## src/sd_cmd_pkg.sv

```systemverilog
package sd_cmd_pkg;

	// host-side field widths
	localparam int CMD_INDEX_W = 6;
	localparam int CMD_ARG_W = 32;
	localparam int TIMEOUT_W = 32;

	// start, direction, index and argument
	localparam int CMD_BODY_W = 40;

	// response register as the host sees it
	localparam int RESP_W = 128;

	// start bit 0 followed by the host direction bit
	localparam logic [1:0] CMD_PREFIX = 2'b01;

	// R3 carries no valid CRC and no echoed index
	localparam logic [CMD_INDEX_W-1:0] CMD_IDX_R3 = 6'd41;

	// commands without a response
	localparam logic [CMD_INDEX_W-1:0] CMD_IDX_GO_IDLE = 6'd0;
	localparam logic [CMD_INDEX_W-1:0] CMD_IDX_SET_DSR = 6'd4;
	localparam logic [CMD_INDEX_W-1:0] CMD_IDX_GO_INACTIVE = 6'd15;

	// commands with a 136-bit response
	localparam logic [CMD_INDEX_W-1:0] CMD_IDX_ALL_SEND_CID = 6'd2;
	localparam logic [CMD_INDEX_W-1:0] CMD_IDX_SEND_CSD = 6'd9;
	localparam logic [CMD_INDEX_W-1:0] CMD_IDX_SEND_CID = 6'd10;

	typedef enum logic [1:0]
	{
		RESP_NONE,
		RESP_SHORT,
		RESP_LONG
	} resp_kind_t;

endpackage

```

## src/sd_line_pkg.sv

```systemverilog
package sd_line_pkg;

	// frame lengths on the CMD line
	localparam int CMD_FRAME_BITS = 48;
	localparam int LONG_FRAME_BITS = 136;

	// wide enough to count a long frame
	localparam int BIT_COUNT_W = 8;

	// x^7 + x^3 + 1 with the x^7 term implied by the shift
	localparam int CRC7_W = 7;
	localparam logic [7:0] CRC7_POLY = 8'h89;

	localparam logic LINE_IDLE = 1'b1;

	// CRC of a long response covers bits 127 down to 8 only
	localparam int LONG_CRC_START = 127;

	// lowest frame bit covered by the CRC in both frame forms
	localparam int CRC_COVER_LSB = 8;

	// CRC field sits just above the end bit
	localparam int CRC_FIELD_LSB = 1;

	// short response layout
	localparam int SHORT_IDX_MSB = 45;
	localparam int SHORT_IDX_LSB = 40;
	localparam int SHORT_ARG_MSB = 39;

endpackage
```

## src/sd_cmd_controller.sv

```systemverilog
`timescale 1ns/1ps

module sd_cmd_controller (
	input logic clock,
	input logic reset,
	input logic new_command,
	input logic [sd_cmd_pkg::CMD_INDEX_W-1:0] cmd_index,
	input logic [sd_cmd_pkg::CMD_ARG_W-1:0] cmd_argument,
	input logic [sd_cmd_pkg::TIMEOUT_W-1:0] timeout_cycles,
	output logic busy,
	output logic command_complete,
	output logic [sd_cmd_pkg::RESP_W-1:0] response,
	output logic command_timeout,
	output logic command_index_error,
	output logic crc_error,
	output logic tx_start,
	output logic [sd_cmd_pkg::CMD_BODY_W-1:0] tx_body,
	output logic rx_start,
	output sd_cmd_pkg::resp_kind_t rx_kind,
	output logic rx_check_crc,
	output logic [sd_cmd_pkg::TIMEOUT_W-1:0] rx_timeout,
	input logic tx_done,
	input logic rx_done,
	input logic rx_timed_out,
	input logic [sd_line_pkg::LONG_FRAME_BITS-1:0] rx_frame,
	input logic rx_crc_error
);
	import sd_cmd_pkg::*;
	import sd_line_pkg::*;

	typedef enum logic [1:0]
	{
		CTL_IDLE,
		CTL_SEND,
		CTL_AWAIT,
		CTL_FINISH
	} ctl_state_t;

	ctl_state_t state;
	resp_kind_t kind_q;
	logic [CMD_INDEX_W-1:0] index_q;
	logic [CMD_ARG_W-1:0] argument_q;
	logic [TIMEOUT_W-1:0] timeout_q;
	logic accept;
	logic index_mismatch;
	logic [RESP_W-1:0] payload;

	function automatic resp_kind_t kind_of_index(input logic [CMD_INDEX_W-1:0] index);
		resp_kind_t kind;
		kind = RESP_SHORT;
		if (index == CMD_IDX_GO_IDLE || index == CMD_IDX_SET_DSR ||
			index == CMD_IDX_GO_INACTIVE)
			kind = RESP_NONE;
		else if (index == CMD_IDX_ALL_SEND_CID || index == CMD_IDX_SEND_CSD ||
			index == CMD_IDX_SEND_CID)
			kind = RESP_LONG;
		return kind;
	endfunction

	// requests while busy are dropped here
	assign accept = (state == CTL_IDLE) && new_command;

	always_ff @(posedge clock)
	begin
		if (reset)
		begin
			state <= CTL_IDLE;
			kind_q <= RESP_NONE;
			tx_start <= 1'b0;
			command_timeout <= 1'b0;
			command_index_error <= 1'b0;
			crc_error <= 1'b0;
		end
		else
		begin
			tx_start <= 1'b0;
			case (state)
				CTL_IDLE:
				begin
					if (accept)
					begin
						state <= CTL_SEND;
						kind_q <= kind_of_index(cmd_index);
						tx_start <= 1'b1;
						command_timeout <= 1'b0;
						command_index_error <= 1'b0;
						crc_error <= 1'b0;
					end
				end
				CTL_SEND:
				begin
					if (tx_done)
						state <= (kind_q == RESP_NONE) ? CTL_FINISH : CTL_AWAIT;
				end
				CTL_AWAIT:
				begin
					if (rx_timed_out)
					begin
						state <= CTL_FINISH;
						command_timeout <= 1'b1;
					end
					else if (rx_done)
					begin
						state <= CTL_FINISH;
						crc_error <= rx_crc_error;
						command_index_error <= index_mismatch;
					end
				end
				default:
					state <= CTL_IDLE;
			endcase
		end
	end

	// long frames map 127..8 to 119..0 and short frames map the argument field to 31..0
	assign payload = (kind_q == RESP_LONG) ?
		RESP_W'(rx_frame[LONG_CRC_START:CRC_COVER_LSB]) :
		RESP_W'(rx_frame[SHORT_ARG_MSB:CRC_COVER_LSB]);

	always_ff @(posedge clock)
	begin
		if (accept)
		begin
			index_q <= cmd_index;
			argument_q <= cmd_argument;
			timeout_q <= timeout_cycles;
			response <= '0;
		end
		else if (state == CTL_AWAIT && rx_done)
			response <= payload;
	end

	// R3 echoes 111111 in place of the index
	assign index_mismatch = (kind_q == RESP_SHORT) && (index_q != CMD_IDX_R3) &&
		(rx_frame[SHORT_IDX_MSB:SHORT_IDX_LSB] != index_q);

	assign busy = (state != CTL_IDLE);
	assign command_complete = (state == CTL_FINISH);

	assign tx_body = {CMD_PREFIX, index_q, argument_q};

	// receiver is armed on the last command bit
	assign rx_start = (state == CTL_SEND) && tx_done && (kind_q != RESP_NONE);
	assign rx_kind = kind_q;
	assign rx_check_crc = (index_q != CMD_IDX_R3);
	assign rx_timeout = timeout_q;

endmodule

```

## src/sd_cmd_deserializer.sv

```systemverilog
`timescale 1ns/1ps

module sd_cmd_deserializer (
	input logic clock,
	input logic reset,
	input logic rx_start,
	input sd_cmd_pkg::resp_kind_t rx_kind,
	input logic rx_check_crc,
	input logic [sd_cmd_pkg::TIMEOUT_W-1:0] rx_timeout,
	input logic cmd_in,
	output logic rx_done,
	output logic rx_timed_out,
	output logic [sd_line_pkg::LONG_FRAME_BITS-1:0] rx_frame,
	output logic rx_crc_error
);
	import sd_cmd_pkg::*;
	import sd_line_pkg::*;

	typedef enum logic [1:0]
	{
		RX_IDLE,
		RX_WAIT,
		RX_SHIFT,
		RX_REPORT
	} rx_state_t;

	rx_state_t state;
	logic [TIMEOUT_W-1:0] wait_count;
	logic [TIMEOUT_W-1:0] wait_next;
	logic [BIT_COUNT_W-1:0] bit_count;
	logic [BIT_COUNT_W-1:0] last_bit;
	logic [BIT_COUNT_W-1:0] crc_first;
	logic [BIT_COUNT_W-1:0] crc_last;
	logic long_frame;
	logic start_seen;
	logic crc_enable;
	logic [CRC7_W-1:0] crc;

	assign long_frame = (rx_kind == RESP_LONG);
	assign last_bit = long_frame ? BIT_COUNT_W'(LONG_FRAME_BITS - 1) :
		BIT_COUNT_W'(CMD_FRAME_BITS - 1);

	// bit numbers count from the start bit, which is number 0
	assign crc_first = long_frame ? BIT_COUNT_W'(LONG_FRAME_BITS - 1 - LONG_CRC_START) : '0;
	assign crc_last = last_bit - BIT_COUNT_W'(CRC_COVER_LSB);

	assign wait_next = wait_count + 1'b1;
	assign start_seen = (state == RX_WAIT) && !cmd_in;

	always_ff @(posedge clock)
	begin
		if (reset)
		begin
			state <= RX_IDLE;
			wait_count <= '0;
			bit_count <= '0;
			rx_timed_out <= 1'b0;
		end
		else
		begin
			rx_timed_out <= 1'b0;
			case (state)
				RX_IDLE:
				begin
					if (rx_start)
					begin
						state <= RX_WAIT;
						wait_count <= '0;
					end
				end
				RX_WAIT:
				begin
					if (!cmd_in)
					begin
						state <= RX_SHIFT;
						bit_count <= BIT_COUNT_W'(1);
					end
					else if (wait_next >= rx_timeout)
					begin
						state <= RX_IDLE;
						rx_timed_out <= 1'b1;
					end
					else
						wait_count <= wait_next;
				end
				RX_SHIFT:
				begin
					bit_count <= bit_count + 1'b1;
					// end bit arrives on this cycle
					if (bit_count == last_bit)
						state <= RX_REPORT;
				end
				default:
					state <= RX_IDLE;
			endcase
		end
	end

	// frame lands right-aligned, short frames leave the top bits zero
	always_ff @(posedge clock)
	begin
		if (state == RX_IDLE && rx_start)
			rx_frame <= '0;
		else if (start_seen || state == RX_SHIFT)
			rx_frame <= {rx_frame[LONG_FRAME_BITS-2:0], cmd_in};
	end

	// start bit is covered only in short frames
	assign crc_enable = (start_seen && !long_frame) ||
		(state == RX_SHIFT && bit_count >= crc_first && bit_count <= crc_last);

	sd_crc7 u_crc7 (
		.clock(clock),
		.reset(reset),
		.clear(rx_start),
		.enable(crc_enable),
		.data(cmd_in),
		.crc(crc)
	);

	assign rx_done = (state == RX_REPORT);
	assign rx_crc_error = rx_done && rx_check_crc &&
		(crc != rx_frame[CRC_FIELD_LSB +: CRC7_W]);

endmodule

```

## src/sd_cmd_host.sv

```systemverilog
`timescale 1ns/1ps

module sd_cmd_host (
	input logic clock,
	input logic reset,
	input logic new_command,
	input logic [sd_cmd_pkg::CMD_INDEX_W-1:0] cmd_index,
	input logic [sd_cmd_pkg::CMD_ARG_W-1:0] cmd_argument,
	input logic [sd_cmd_pkg::TIMEOUT_W-1:0] timeout_cycles,
	output logic busy,
	output logic command_complete,
	output logic [sd_cmd_pkg::RESP_W-1:0] response,
	output logic command_timeout,
	output logic command_index_error,
	output logic crc_error,
	input logic cmd_in,
	output logic cmd_out,
	output logic cmd_oe
);
	import sd_cmd_pkg::*;
	import sd_line_pkg::*;

	logic tx_start;
	logic [CMD_BODY_W-1:0] tx_body;
	logic tx_done;
	logic rx_start;
	resp_kind_t rx_kind;
	logic rx_check_crc;
	logic [TIMEOUT_W-1:0] rx_timeout;
	logic rx_done;
	logic rx_timed_out;
	logic [LONG_FRAME_BITS-1:0] rx_frame;
	logic rx_crc_error;

	sd_cmd_controller u_controller (
		.clock(clock),
		.reset(reset),
		.new_command(new_command),
		.cmd_index(cmd_index),
		.cmd_argument(cmd_argument),
		.timeout_cycles(timeout_cycles),
		.busy(busy),
		.command_complete(command_complete),
		.response(response),
		.command_timeout(command_timeout),
		.command_index_error(command_index_error),
		.crc_error(crc_error),
		.tx_start(tx_start),
		.tx_body(tx_body),
		.rx_start(rx_start),
		.rx_kind(rx_kind),
		.rx_check_crc(rx_check_crc),
		.rx_timeout(rx_timeout),
		.tx_done(tx_done),
		.rx_done(rx_done),
		.rx_timed_out(rx_timed_out),
		.rx_frame(rx_frame),
		.rx_crc_error(rx_crc_error)
	);

	sd_cmd_serializer u_serializer (
		.clock(clock),
		.reset(reset),
		.tx_start(tx_start),
		.tx_body(tx_body),
		.tx_done(tx_done),
		.cmd_out(cmd_out),
		.cmd_oe(cmd_oe)
	);

	sd_cmd_deserializer u_deserializer (
		.clock(clock),
		.reset(reset),
		.rx_start(rx_start),
		.rx_kind(rx_kind),
		.rx_check_crc(rx_check_crc),
		.rx_timeout(rx_timeout),
		.cmd_in(cmd_in),
		.rx_done(rx_done),
		.rx_timed_out(rx_timed_out),
		.rx_frame(rx_frame),
		.rx_crc_error(rx_crc_error)
	);

endmodule

```

## src/sd_cmd_serializer.sv

```systemverilog
`timescale 1ns/1ps

module sd_cmd_serializer (
	input logic clock,
	input logic reset,
	input logic tx_start,
	input logic [sd_cmd_pkg::CMD_BODY_W-1:0] tx_body,
	output logic tx_done,
	output logic cmd_out,
	output logic cmd_oe
);
	import sd_cmd_pkg::*;
	import sd_line_pkg::*;

	logic [CMD_BODY_W-1:0] shift_reg;
	logic [BIT_COUNT_W-1:0] bit_count;
	logic [CRC7_W-1:0] crc;
	logic crc_clear;
	logic crc_enable;

	// cmd_oe doubles as the busy flag of the engine
	always_ff @(posedge clock)
	begin
		if (reset)
		begin
			cmd_oe <= 1'b0;
			bit_count <= '0;
		end
		else if (!cmd_oe)
		begin
			if (tx_start)
			begin
				cmd_oe <= 1'b1;
				bit_count <= '0;
			end
		end
		else
		begin
			bit_count <= bit_count + 1'b1;
			if (tx_done)
				cmd_oe <= 1'b0;
		end
	end

	always_ff @(posedge clock)
	begin
		if (tx_start && !cmd_oe)
			shift_reg <= tx_body;
		else if (cmd_oe)
			shift_reg <= {shift_reg[CMD_BODY_W-2:0], 1'b0};
	end

	// body bits, then CRC bits from the top of the LFSR, then the end bit
	always_comb
	begin
		if (!cmd_oe)
			cmd_out = LINE_IDLE;
		else if (bit_count < CMD_BODY_W)
			cmd_out = shift_reg[CMD_BODY_W-1];
		else if (bit_count < CMD_FRAME_BITS - 1)
			cmd_out = crc[CRC7_W-1];
		else
			cmd_out = 1'b1;
	end

	assign tx_done = cmd_oe && (bit_count == BIT_COUNT_W'(CMD_FRAME_BITS - 1));

	// feeding the CRC its own MSB during the CRC field turns it into a plain shifter
	assign crc_clear = tx_start && !cmd_oe;
	assign crc_enable = cmd_oe && !tx_done;

	sd_crc7 u_crc7 (
		.clock(clock),
		.reset(reset),
		.clear(crc_clear),
		.enable(crc_enable),
		.data(cmd_out),
		.crc(crc)
	);

endmodule

```

## src/sd_crc7.sv

```systemverilog
`timescale 1ns/1ps

module sd_crc7 (
	input logic clock,
	input logic reset,
	input logic clear,
	input logic enable,
	input logic data,
	output logic [sd_line_pkg::CRC7_W-1:0] crc
);
	import sd_line_pkg::*;

	logic feedback;

	// serial form with the register MSB leaving first
	assign feedback = data ^ crc[CRC7_W-1];

	always_ff @(posedge clock)
	begin
		if (reset)
		begin
			crc <= '0;
		end
		else if (clear)
		begin
			crc <= '0;
		end
		else if (enable)
		begin
			crc <= {crc[CRC7_W-2:0], 1'b0} ^ (feedback ? CRC7_POLY[CRC7_W-1:0] : '0);
		end
	end

endmodule

```

## config.mk

```make
export PLATFORM = sky130hd
export DESIGN_NAME = sd_cmd_host
export DESIGN_NICKNAME = d
export VERILOG_FILES = /design/src/sd_cmd_pkg.sv /design/src/sd_line_pkg.sv /design/src/sd_cmd_controller.sv /design/src/sd_cmd_deserializer.sv /design/src/sd_cmd_host.sv /design/src/sd_cmd_serializer.sv /design/src/sd_crc7.sv
export SDC_FILE = /design/constraint.sdc
export NUM_CORES = 1
export LEC_CHECK = 0
export BUFFER_PORTS_ARGS = -buffer_cell sky130_fd_sc_hd__buf_2
export CORE_ASPECT_RATIO = 1.4
export CORE_MARGIN = 10
export CORE_UTILIZATION = 54
export DETAILED_ROUTE_END_ITERATION = 12
export PLACE_DENSITY = 0.74
export SKIP_LAST_GASP = 1
export SLEW_MARGIN = 20
export SYNTH_ARGS = -nofsm -noshare
export SYNTH_HDL_FRONTEND = slang
export SYNTH_SLANG_ARGS = --single-unit
```

## constraint.sdc

```tcl
create_clock -name clock -period 9.9 [get_ports clock]
set_input_delay 1.98 -clock clock [delete_from_list [all_inputs] [get_ports clock]]
set_output_delay 1.98 -clock clock [all_outputs]
set_load 0.02 [all_outputs]
```

======== After elaboration in Yosys (flattened, before gate mapping) ========
Index checks and enable logic that the tools add are counted.
storage, ports and cells
  word-level logic and storage cells ...... 160
  register bits ........................... 440
cells by class
  equality and inequality tests ........... 30
  add/subtract/negate cells ............... 4
  multiplexer cells ....................... 45
  order comparisons ....................... 5
  reduce and logical (&&, ||, !) cells .... 48
  bitwise operators ....................... 7
operators by type and width
  operator                                                     count
  2-to-1 mux 120 bit                                           1
  2-to-1 mux 32 bit                                            3
  2-to-1 mux 38 bit                                            2
  one-hot mux 32 bit (2 select lines)                          1
  adder 32 x 1 -> 32 bit (second input constant)               1
  greater-or-equal comparator 32 bit                           1
  2-to-1 mux 8 bit                                             4
  2-to-1 mux 2 bit                                             10
  equality test 6 x 4 -> 1 bit (second input constant)         3
  adder 8 x 1 -> 8 bit (second input constant)                 2
  logical AND 1 bit                                            16
  less-than comparator 8 x 6 -> 1 bit (second input constant)  2
  one-hot mux 8 bit (2 select lines)                           1
  2-to-1 mux 1 bit                                             15
  nonzero test 2 bit                                           7
  bitwise XOR 7 x 4 -> 7 bit                                   2
  2-to-1 mux 4 bit                                             3
  != test 2 x 1 -> 1 bit (second input constant)               6
  one-hot mux 2 bit (3 select lines)                           2
  equality test 2 bit (second input constant)                  5
  AND reduction 3 bit                                          3
  equality test 8 x 6 -> 1 bit (second input constant)         1
  equality test 8 bit                                          1
  greater-or-equal comparator 8 bit                            1
  22 further kinds                                             46

======== Logic depth before layout (Yosys ltp) ========
Gate-level depths: netlist of the first run.
  depth in word-level cells ............... 7
  mapped depth ............................ 16

======== Modules after synthesis ========
From an unflattened synthesis of the first run, not the netlist that was laid out.
second synthesis, totals
  cell total of the unflattened synthesis .. 1834
  area, all modules ....................... 17742.0 µm²
by module, submodules not included
  module               times used  sequential area each (µm²)  cells each  area each (µm²)
  sd_cmd_deserializer  1           3583.4                      1054        8277.9
  sd_cmd_controller    1           4664.5                      581         6721.4
  sd_cmd_serializer    1           1381.3                      143         2189.6
  sd_crc7              2           140.1                       28          276.5

======== Worst setup path after synthesis of the first run ========
OpenSTA, ideal clock, no wires.
  path type ............................... input to register
  from .................................... input new_command
  to ...................................... register u_controller.argument_q[0] (enable)
  data arrival time ....................... 4305 ps
  data required time ...................... 9438 ps
  slack ................................... 5133 ps
  cell stages on the path ................. 3
  library setup time ...................... 462 ps
  cells stage by stage .................... nand2_1 -> inv_1 -> clkbuf_1
on the way
  cells in the longest elaborated chain, start to end .. 1
ends and longest elaborated chain
  item                     RTL line                  source
  start: declaration       sd_cmd_host.sv:6          input logic new_command,
  logical AND 1 bit        sd_cmd_controller.sv:61   assign accept = (state == CTL_IDLE) && new_command;
  net u_controller.accept  sd_cmd_controller.sv:44   logic accept;
  end signal: assignment   sd_cmd_controller.sv:125  argument_q <= cmd_argument;
  end: declaration         sd_cmd_controller.sv:42   logic [CMD_ARG_W-1:0] argument_q;
The timed path passes the listed nets, and every way through them passes these cells.
A chain may end at the register's enable or synchronous reset.

======== Worst setup path after layout of the first run ========
  from .................................... register u_deserializer.wait_count[0]
  to ...................................... register u_deserializer.wait_count[18]
on the way
  cells in the longest elaborated chain, start to end .. 4
  elaborated cells on any way between the ends .. 7
  those cells by class .................... add/sub (1); order compare (1); eq/ne (1); mux (3); reduce/logical (1)
ends and longest elaborated chain
  item                                                                                         RTL line                   source
  start: declaration                                                                           sd_cmd_deserializer.sv:28  logic [TIMEOUT_W-1:0] wait_count;
  start signal: assignment                                                                     sd_cmd_deserializer.sv:84  wait_count <= wait_next;
  adder 32 x 1 -> 32 bit (*)                                                                   sd_cmd_deserializer.sv:47  assign wait_next = wait_count + 1'b1;
  greater-or-equal comparator 32 bit or 2-to-1 mux 32 bit (tied branches)                      sd_cmd_deserializer.sv:78  else if (wait_next >= rx_timeout)
  != test 2 bit (no source line) or 2-to-1 mux 32 bit (tied branches)                          -
  AND reduction 4 bit (no source line) or one-hot mux 32 bit (2 select lines) (tied branches)  -
Mark *: on every way between the ends. The rest lies on a longest branch, timed or not. The select of a mux whose other input is x is not followed.

==> results of run 1 <==
[layout by cell type, fill, tap and decap left out, drive strengths merged, types with 8 or more instances in the layout]
cell type,instances
clkbuf,57
conb,8
o21a,9
nor3,11
edfxtp,108
nand2,462
ha,44
o21ai,31
nand3,115
clkinv,15
a21oi,286
xnor2,35
inv,44
mux2,37
o31ai,17
mux2i,17
nor2,76
and3,13
buf,211
xor2,21
dfxtp,324
nand4,15
[critical path: stages, from the launching register on]
cell and delay [ns]:
dfxtp_1 0.41, ha_1 0.28, and3_1 0.27, nand2_1 0.16, nor3_1 0.53, nand2_1 0.23
nor2_1 0.21, xor2_1 0.10, ha_1 0.31, nand4_1 0.13, or4_1 0.63, a2111oi_4 0.47
o21a_1 0.64, o21ai_0 0.21, o31ai_1 0.10
[cell type report]
class                   instances  area (um2)  area share
multi-input cells            1283        7012      0.3516
clock inverters                19       192.7    0.009662
inverters                      44       170.2    0.008533
clock buffers                  57        1241     0.06224
flip-flops and latches        432        9729      0.4879
well taps                     395       494.2     0.02478
repair buffers                211        1104     0.05534
[worst paths after layout]
path | to | startpoint | depth (start not counted) | slack, ns
max | u_deserializer.wait_count[18] | u_deserializer.wait_count[0] | 14 | 5.14
min reg2reg | u_controller.response[91] | u_controller.response[91] | 2 | 0.45
min | u_controller.response[91] | u_controller.response[91] | 2 | 0.45
max reg2reg | u_deserializer.wait_count[18] | u_deserializer.wait_count[0] | 14 | 5.14
[metal layers]
| layer | GRT usage | up-vias | part of all wire | wire (um) |
|---|---|---|---|---|
| li1 | - | 6659 | - | - |
| met2 | 0.3446 | 315 | 0.51 | 20380 |
| met1 | 0.2373 | 6421 | 0.42 | 16800 |
| met3 | 0.04015 | 74 | 0.052 | 2085 |
| met4 | 0.06837 | 0 | 0.027 | 1069 |
| met5 | 0 | - | 0 | 0 |
[through the flow]
stage	hold WS (ns)	area, um2	utilization
2_1_floorplan	0.4215	17370	-
3_3_place_gp	0.4319	18480	0.5849
3_5_place_dp	0.4414	18480	0.5849
4_1_cts	0.4499	19920	0.6302
5_1_grt	0.4630	19940	0.6311
6_report	0.4484	19940	0.6311
[where the power goes]
part	leakage, nW	total, W	switching [W]	internal, W
combinational	3.36	0.000369	0.000244	0.000125
sequential	3.64	0.00203	0.0000487	0.00198
clock	0.713	0.00164	0.000680	0.000961
[kinds of logic (layout without fill, tap and decap cells)]
logic type                 Yosys count  after routing  synth area share
AOI/OAI and AO/OA                  378            378            0.1208
xor gates and xnor gates            56             56           0.02829
adders and majority gates           44             44           0.03175
buffers and inverters              168            331           0.03868
DFF                                432            432            0.5611
muxes                               54             54           0.03384
other                                1              8         0.0002163
and+or+nand+nor                    743            743            0.1853
==> flow_summary.json, run 1 <==
{
  "outcome": "complete, no violations",
  "tns_ns": 0,
  "synth-edff-count": 108,
  "period_share": 0.4806,
  "stdcell_count": 2441,
  "pin_count": 209,
  "power_w": 0.004037,
  "cts_buffers": 42,
  "synthFlopType": "dfxtp_1",
  "max-vdd-ir-drop_v": 0.0001467,
  "synthArstFlopShare": 0,
  "required_ns": 10.36,
  "die_h_um": 232.0,
  "hold_class": "reg -> reg",
  "n_antenna_cell": 0,
  "wl_per_cell_um": 16.52,
  "syn_area_um2": 17340,
  "pwr_density_cell_nw_per_um2": 202.4,
  "maxCapViolCount": 0,
  "drt-total-wl_mm": 40.33,
  "drive_gt1_frac": 0.1652,
  "maxSlewHeadroom": 0.3204,
  "post_synth_num_cell_types": 56,
  "drt_iter0_markers": 957,
  "p_leak_nw": 7.713,
  "dp_hpwl_mm": 26.04,
  "fin_skew_ns": 0.02062,
  "synth_top_area_share": 0.3741,
  "clk_pin_slew_ns": 0.06,
  "syn-mean-instance-area_um2": 9.243,
  "clock_sinks": 432,
  "fin_ws_ns": 5.142,
  "worstSetupPathType": "reg -> reg",
  "syn_inst": 1876,
  "grt_max_degree": 117,
  "synthTopCellsByCount": "461 x nand2_1, 324 x dfxtp_1, 286 x a21oi_1",
  "clkLatencyLatePin_ns": 0.55,
  "hold_buffers": 0,
  "syn_to_final_growth_pct": 15.02,
  "critPathCaptureType": "register",
  "fillCellCount": 2683,
  "grt-ovfl-total": 0,
  "rsz0062_at_grt": "no",
  "ys_seq_area_frac": 0.5611,
  "max_freq_mhz": 210.2,
  "grt.total_usage": 0.1982,
  "cts-root-buf": "clkbuf_16",
  "yosysMostFrequentCell": "nand2_1",
  "die_w_um": 171.4,
  "dpl.cell_count": 2364,
  "routed_via_density": 5.518,
  "hold_violations": 0,
  "crit_fanout": 18,
  "gp_congestion": 0.8618,
  "ys_ff_latch": 432,
  "yosysTopAreaCell": "dfxtp_1",
  "grt_pass1_wl_mm": 65.45,
  "synth_area_leaders": "dfxtp_1 37%, edfxtp_1 19%, nand2_1 10%",
  "slew_violations": 0,
  "period_minus_slack_ns": 4.758,
  "die-area_um2": 39780,
  "tightest_slew_ns": 1.019,
  "setup_viol": 0,
  "grt_pass1_vias": 13120,
  "pre_cts_slack_ns": 5.206,
  "via_count": 13470,
  "yosysWarnings": 0,
  "num_rows": 77,
  "grt_antenna_before_repair": 0,
  "crit_arrival_ns": 5.22,
  "coreArea_um2": 31600,
  "postRouteAntennaNets": 0,
  "drtPass1Iterations": 8,
  "cts_tree": "built",
  "largest_reg_flops": 128,
  "post-cts-setup-buffer-count": 0,
  "cts_max_level": 2,
  "clockBufferDepth": 3,
  "port-buffer-count": 200,
  "cts_resized": 0,
  "remaining_drc_errors": 0,
  "cp-start-kind": "register",
  "initial_core_util": 0.5487,
  "finalNetCount": 2132
}
No activity file was read; power rests on OpenSTA's default activity.
==> inputs of run 2 (changes only) <==
Settings changed: CORE_UTILIZATION 54 to 52.
Clock period 9.9 ns to 3.85 ns, I/O delays scaled along.
==> run 2 against run 1 <==
  * Sequential share of layout area decreased by 1.6 points
  * Global-route usage fell by 0.24 points
  * Core utilization is 0.79 points lower
  * Clock-buffer cell count shrank 1
  * Largest power group unchanged
  * Clock power grew to 2.5 times the previous value
  * Cell area grew 3.5%
  * Sequential power rose to 2.6 times the previous value
  * Setup slack worse by 5.1 ns
  * Highest routed layer unchanged
==> flow_summary.json, run 2 (synthesis results as in run 1) <==
{
  "gp_congestion": 0.8639,
  "crit_path_start": "u_deserializer.wait_count[19]",
  "grt_max_degree": 95,
  "wl_per_cell_um": 16.77,
  "tightest_slew_ns": 1.009,
  "largest_reg_flops": 128,
  "fin_skew_ns": 0.01046,
  "critPathCaptureType": "register",
  "syn_to_final_growth_pct": 19.01,
  "grt_pass1_wl_mm": 68.15,
  "hold_violations": 0,
  "via_count": 14000,
  "reg2regPathDepth": 15,
  "grt_antenna_before_repair": 2,
  "crit_arrival_ns": 4.26,
  "postRouteAntennaNets": 0,
  "die_w_um": 174.3,
  "die_h_um": 236.1,
  "cpMaxStageDelayCell": "or4b_4",
  "grt.total_usage": 0.1958,
  "cts_buffers": 41,
  "coreArea_um2": 33110,
  "worst-r2r-setup-slack_ns": 0.06,
  "remaining_drc_errors": 0,
  "maxSlewHeadroom": 0.3276,
  "hold_depth": 1,
  "finalNetCount": 2192,
  "layout_common_cells": "459 x nand2_1, 318 x dfxtp_1, 284 x a21oi_1",
  "pin_count": 209,
  "hold_class": "in -> reg",
  "clock_sinks": 432,
  "dp_hpwl_mm": 27.60,
  "timing.rr.end": "u_deserializer.wait_count[27]",
  "critPathMaxStageDelay_ns": 0.53,
  "crit_end": "u_deserializer.wait_count[27]",
  "grt-ovfl-total": 0,
  "die-area_um2": 41150,
  "outcome": "complete, no violations",
  "min_from": "timeout_cycles[11]",
  "port-buffer-count": 200,
  "power_w": 0.01033,
  "p_leak_nw": 8.056,
  "drt_iter0_markers": 909,
  "max-vdd-ir-drop_v": 0.0003232,
  "maxCapViolCount": 0,
  "worstSetupPathType": "reg -> reg",
  "period_minus_slack_ns": 3.791,
  "cp-start-kind": "register",
  "clkLatencyLatePin_ns": 0.56,
  "r2r_start": "u_deserializer.wait_count[19]",
  "clk_pin_slew_ns": 0.07,
  "drt-total-wl_mm": 42.81,
  "routed_via_density": 5.484,
  "cts_max_level": 2,
  "cts_tree": "built",
  "crit_fanout": 6,
  "hold_buffers": 0,
  "pwr_density_cell_nw_per_um2": 500.4,
  "drtPass1Iterations": 6,
  "slew_violations": 0,
  "cts-root-buf": "clkbuf_16",
  "drive_gt1_frac": 0.2023,
  "clockBufferDepth": 3,
  "num_rows": 79,
  "initial_core_util": 0.5236,
  "grt_pass1_vias": 13860,
  "rsz0062_at_grt": "yes",
  "path_cells": "and3_4 > nand4_1 > nor3_2 > buf_4 > and3_4 > xor2_1 > ha_1 > buf_4 > a21oi_2 > o21a_1 > o22a_1 > nand2_1 > or3_4 > or4b_4 > a221oi_2",
  "setup_viol": 0,
  "max_freq_mhz": 263.8,
  "period_share": 0.9847,
  "required_ns": 4.32,
  "whs_ns": 0.3863,
  "final_common_cell": "nand2_1"
}
-- run 2: changes by cell type in the layout (fill, tap and decap cells not counted), moves of 4 or more --
cell / before / now
and3_1: 12 / 8
buf_4: 10 / 63
dfxtp_1: 324 / 318
dfxtp_2: 0 / 4
nand3_1: 114 / 109
nor2_1: 75 / 71
buf_12: 0 / 5
nand3_2: 0 / 4
clkinv_2: 11 / 6
-- run 2: layer usage --
metal / vias to the layer above / track usage / wire [um]
li1: 6797 / - / -
met4: 0 / 0.07660 / 1171
met5: - / 0 / 0
met3: 78 / 0.04013 / 2365
met1: 6776 / 0.2233 / 17140
met2: 349 / 0.3502 / 22130
-- run 2: final cells by class --
| cell class | count | area (um2) |
|---|---|---|
| diodes | 2 | 5.005 |
| clock buffers | 56 | 1164 |
| clock inverters | 19 | 205.2 |
| fillers | 2720 | 12480 |
| inverters | 44 | 170.2 |
| multi-input cells | 1283 | 7147 |
| flip-flops and latches | 432 | 9742 |
| well taps | 445 | 556.8 |
| repair buffers | 272 | 1647 |
-- run 2: worst min path at each step --
stage,endpoint,slack (ns)
3_3_place_gp,u_serializer.shift_reg[39],0.43
5_1_grt,u_controller.argument_q[15],0.37
6_report,u_controller.rx_timeout[11],0.39
3_5_place_dp,u_serializer.shift_reg[38],0.44
4_1_cts,u_controller.argument_q[14],0.37
2_1_floorplan,u_serializer.shift_reg[38],0.42
-- run 2: repair_timing --
action                                  in CTS  in global routing
pin swaps                                    1                 25
gates cloned                                 0                  2
gates resized for setup                      5                 36
buffers inserted                             0                  9
endpoints found under the setup margin      19                 33
-- run 2: power breakdown --
group	switching (W)	total (W)	internal (W)
Combinational	0.000658	0.00102	0.000361
Clock	0.00177	0.00411	0.00234
Sequential	0.000111	0.00520	0.00509
Total	0.00254	0.0103	0.00779
-- run 2: worst max-delay path: cells and delay by family (launching register included) --
family                     cells  cell delay [ns]
AOI/OAI and AO/OA              4             0.68
xor gates and xnor gates       1             0.16
adders and majority gates      1             0.26
buffers and inverters          2             0.32
DFF                            1             0.39
and+or+nand+nor                7             1.89
-- run 2: metrics by stage --
step	cell area, um2	utilization	cells	TNS [ns]	setup WS [ns]
6_report	20640	0.6232	2553	0	0.05886
5_1_grt	20640	0.6232	2553	-1.257	-0.09427
4_1_cts	20380	0.6155	2539	0	0.01249
3_5_place_dp	18990	0.5735	2464	-0.2368	-0.05740
3_3_place_gp	18990	0.5735	2464	0	0.1106
2_1_floorplan	17390	-	1883	0	0.005500
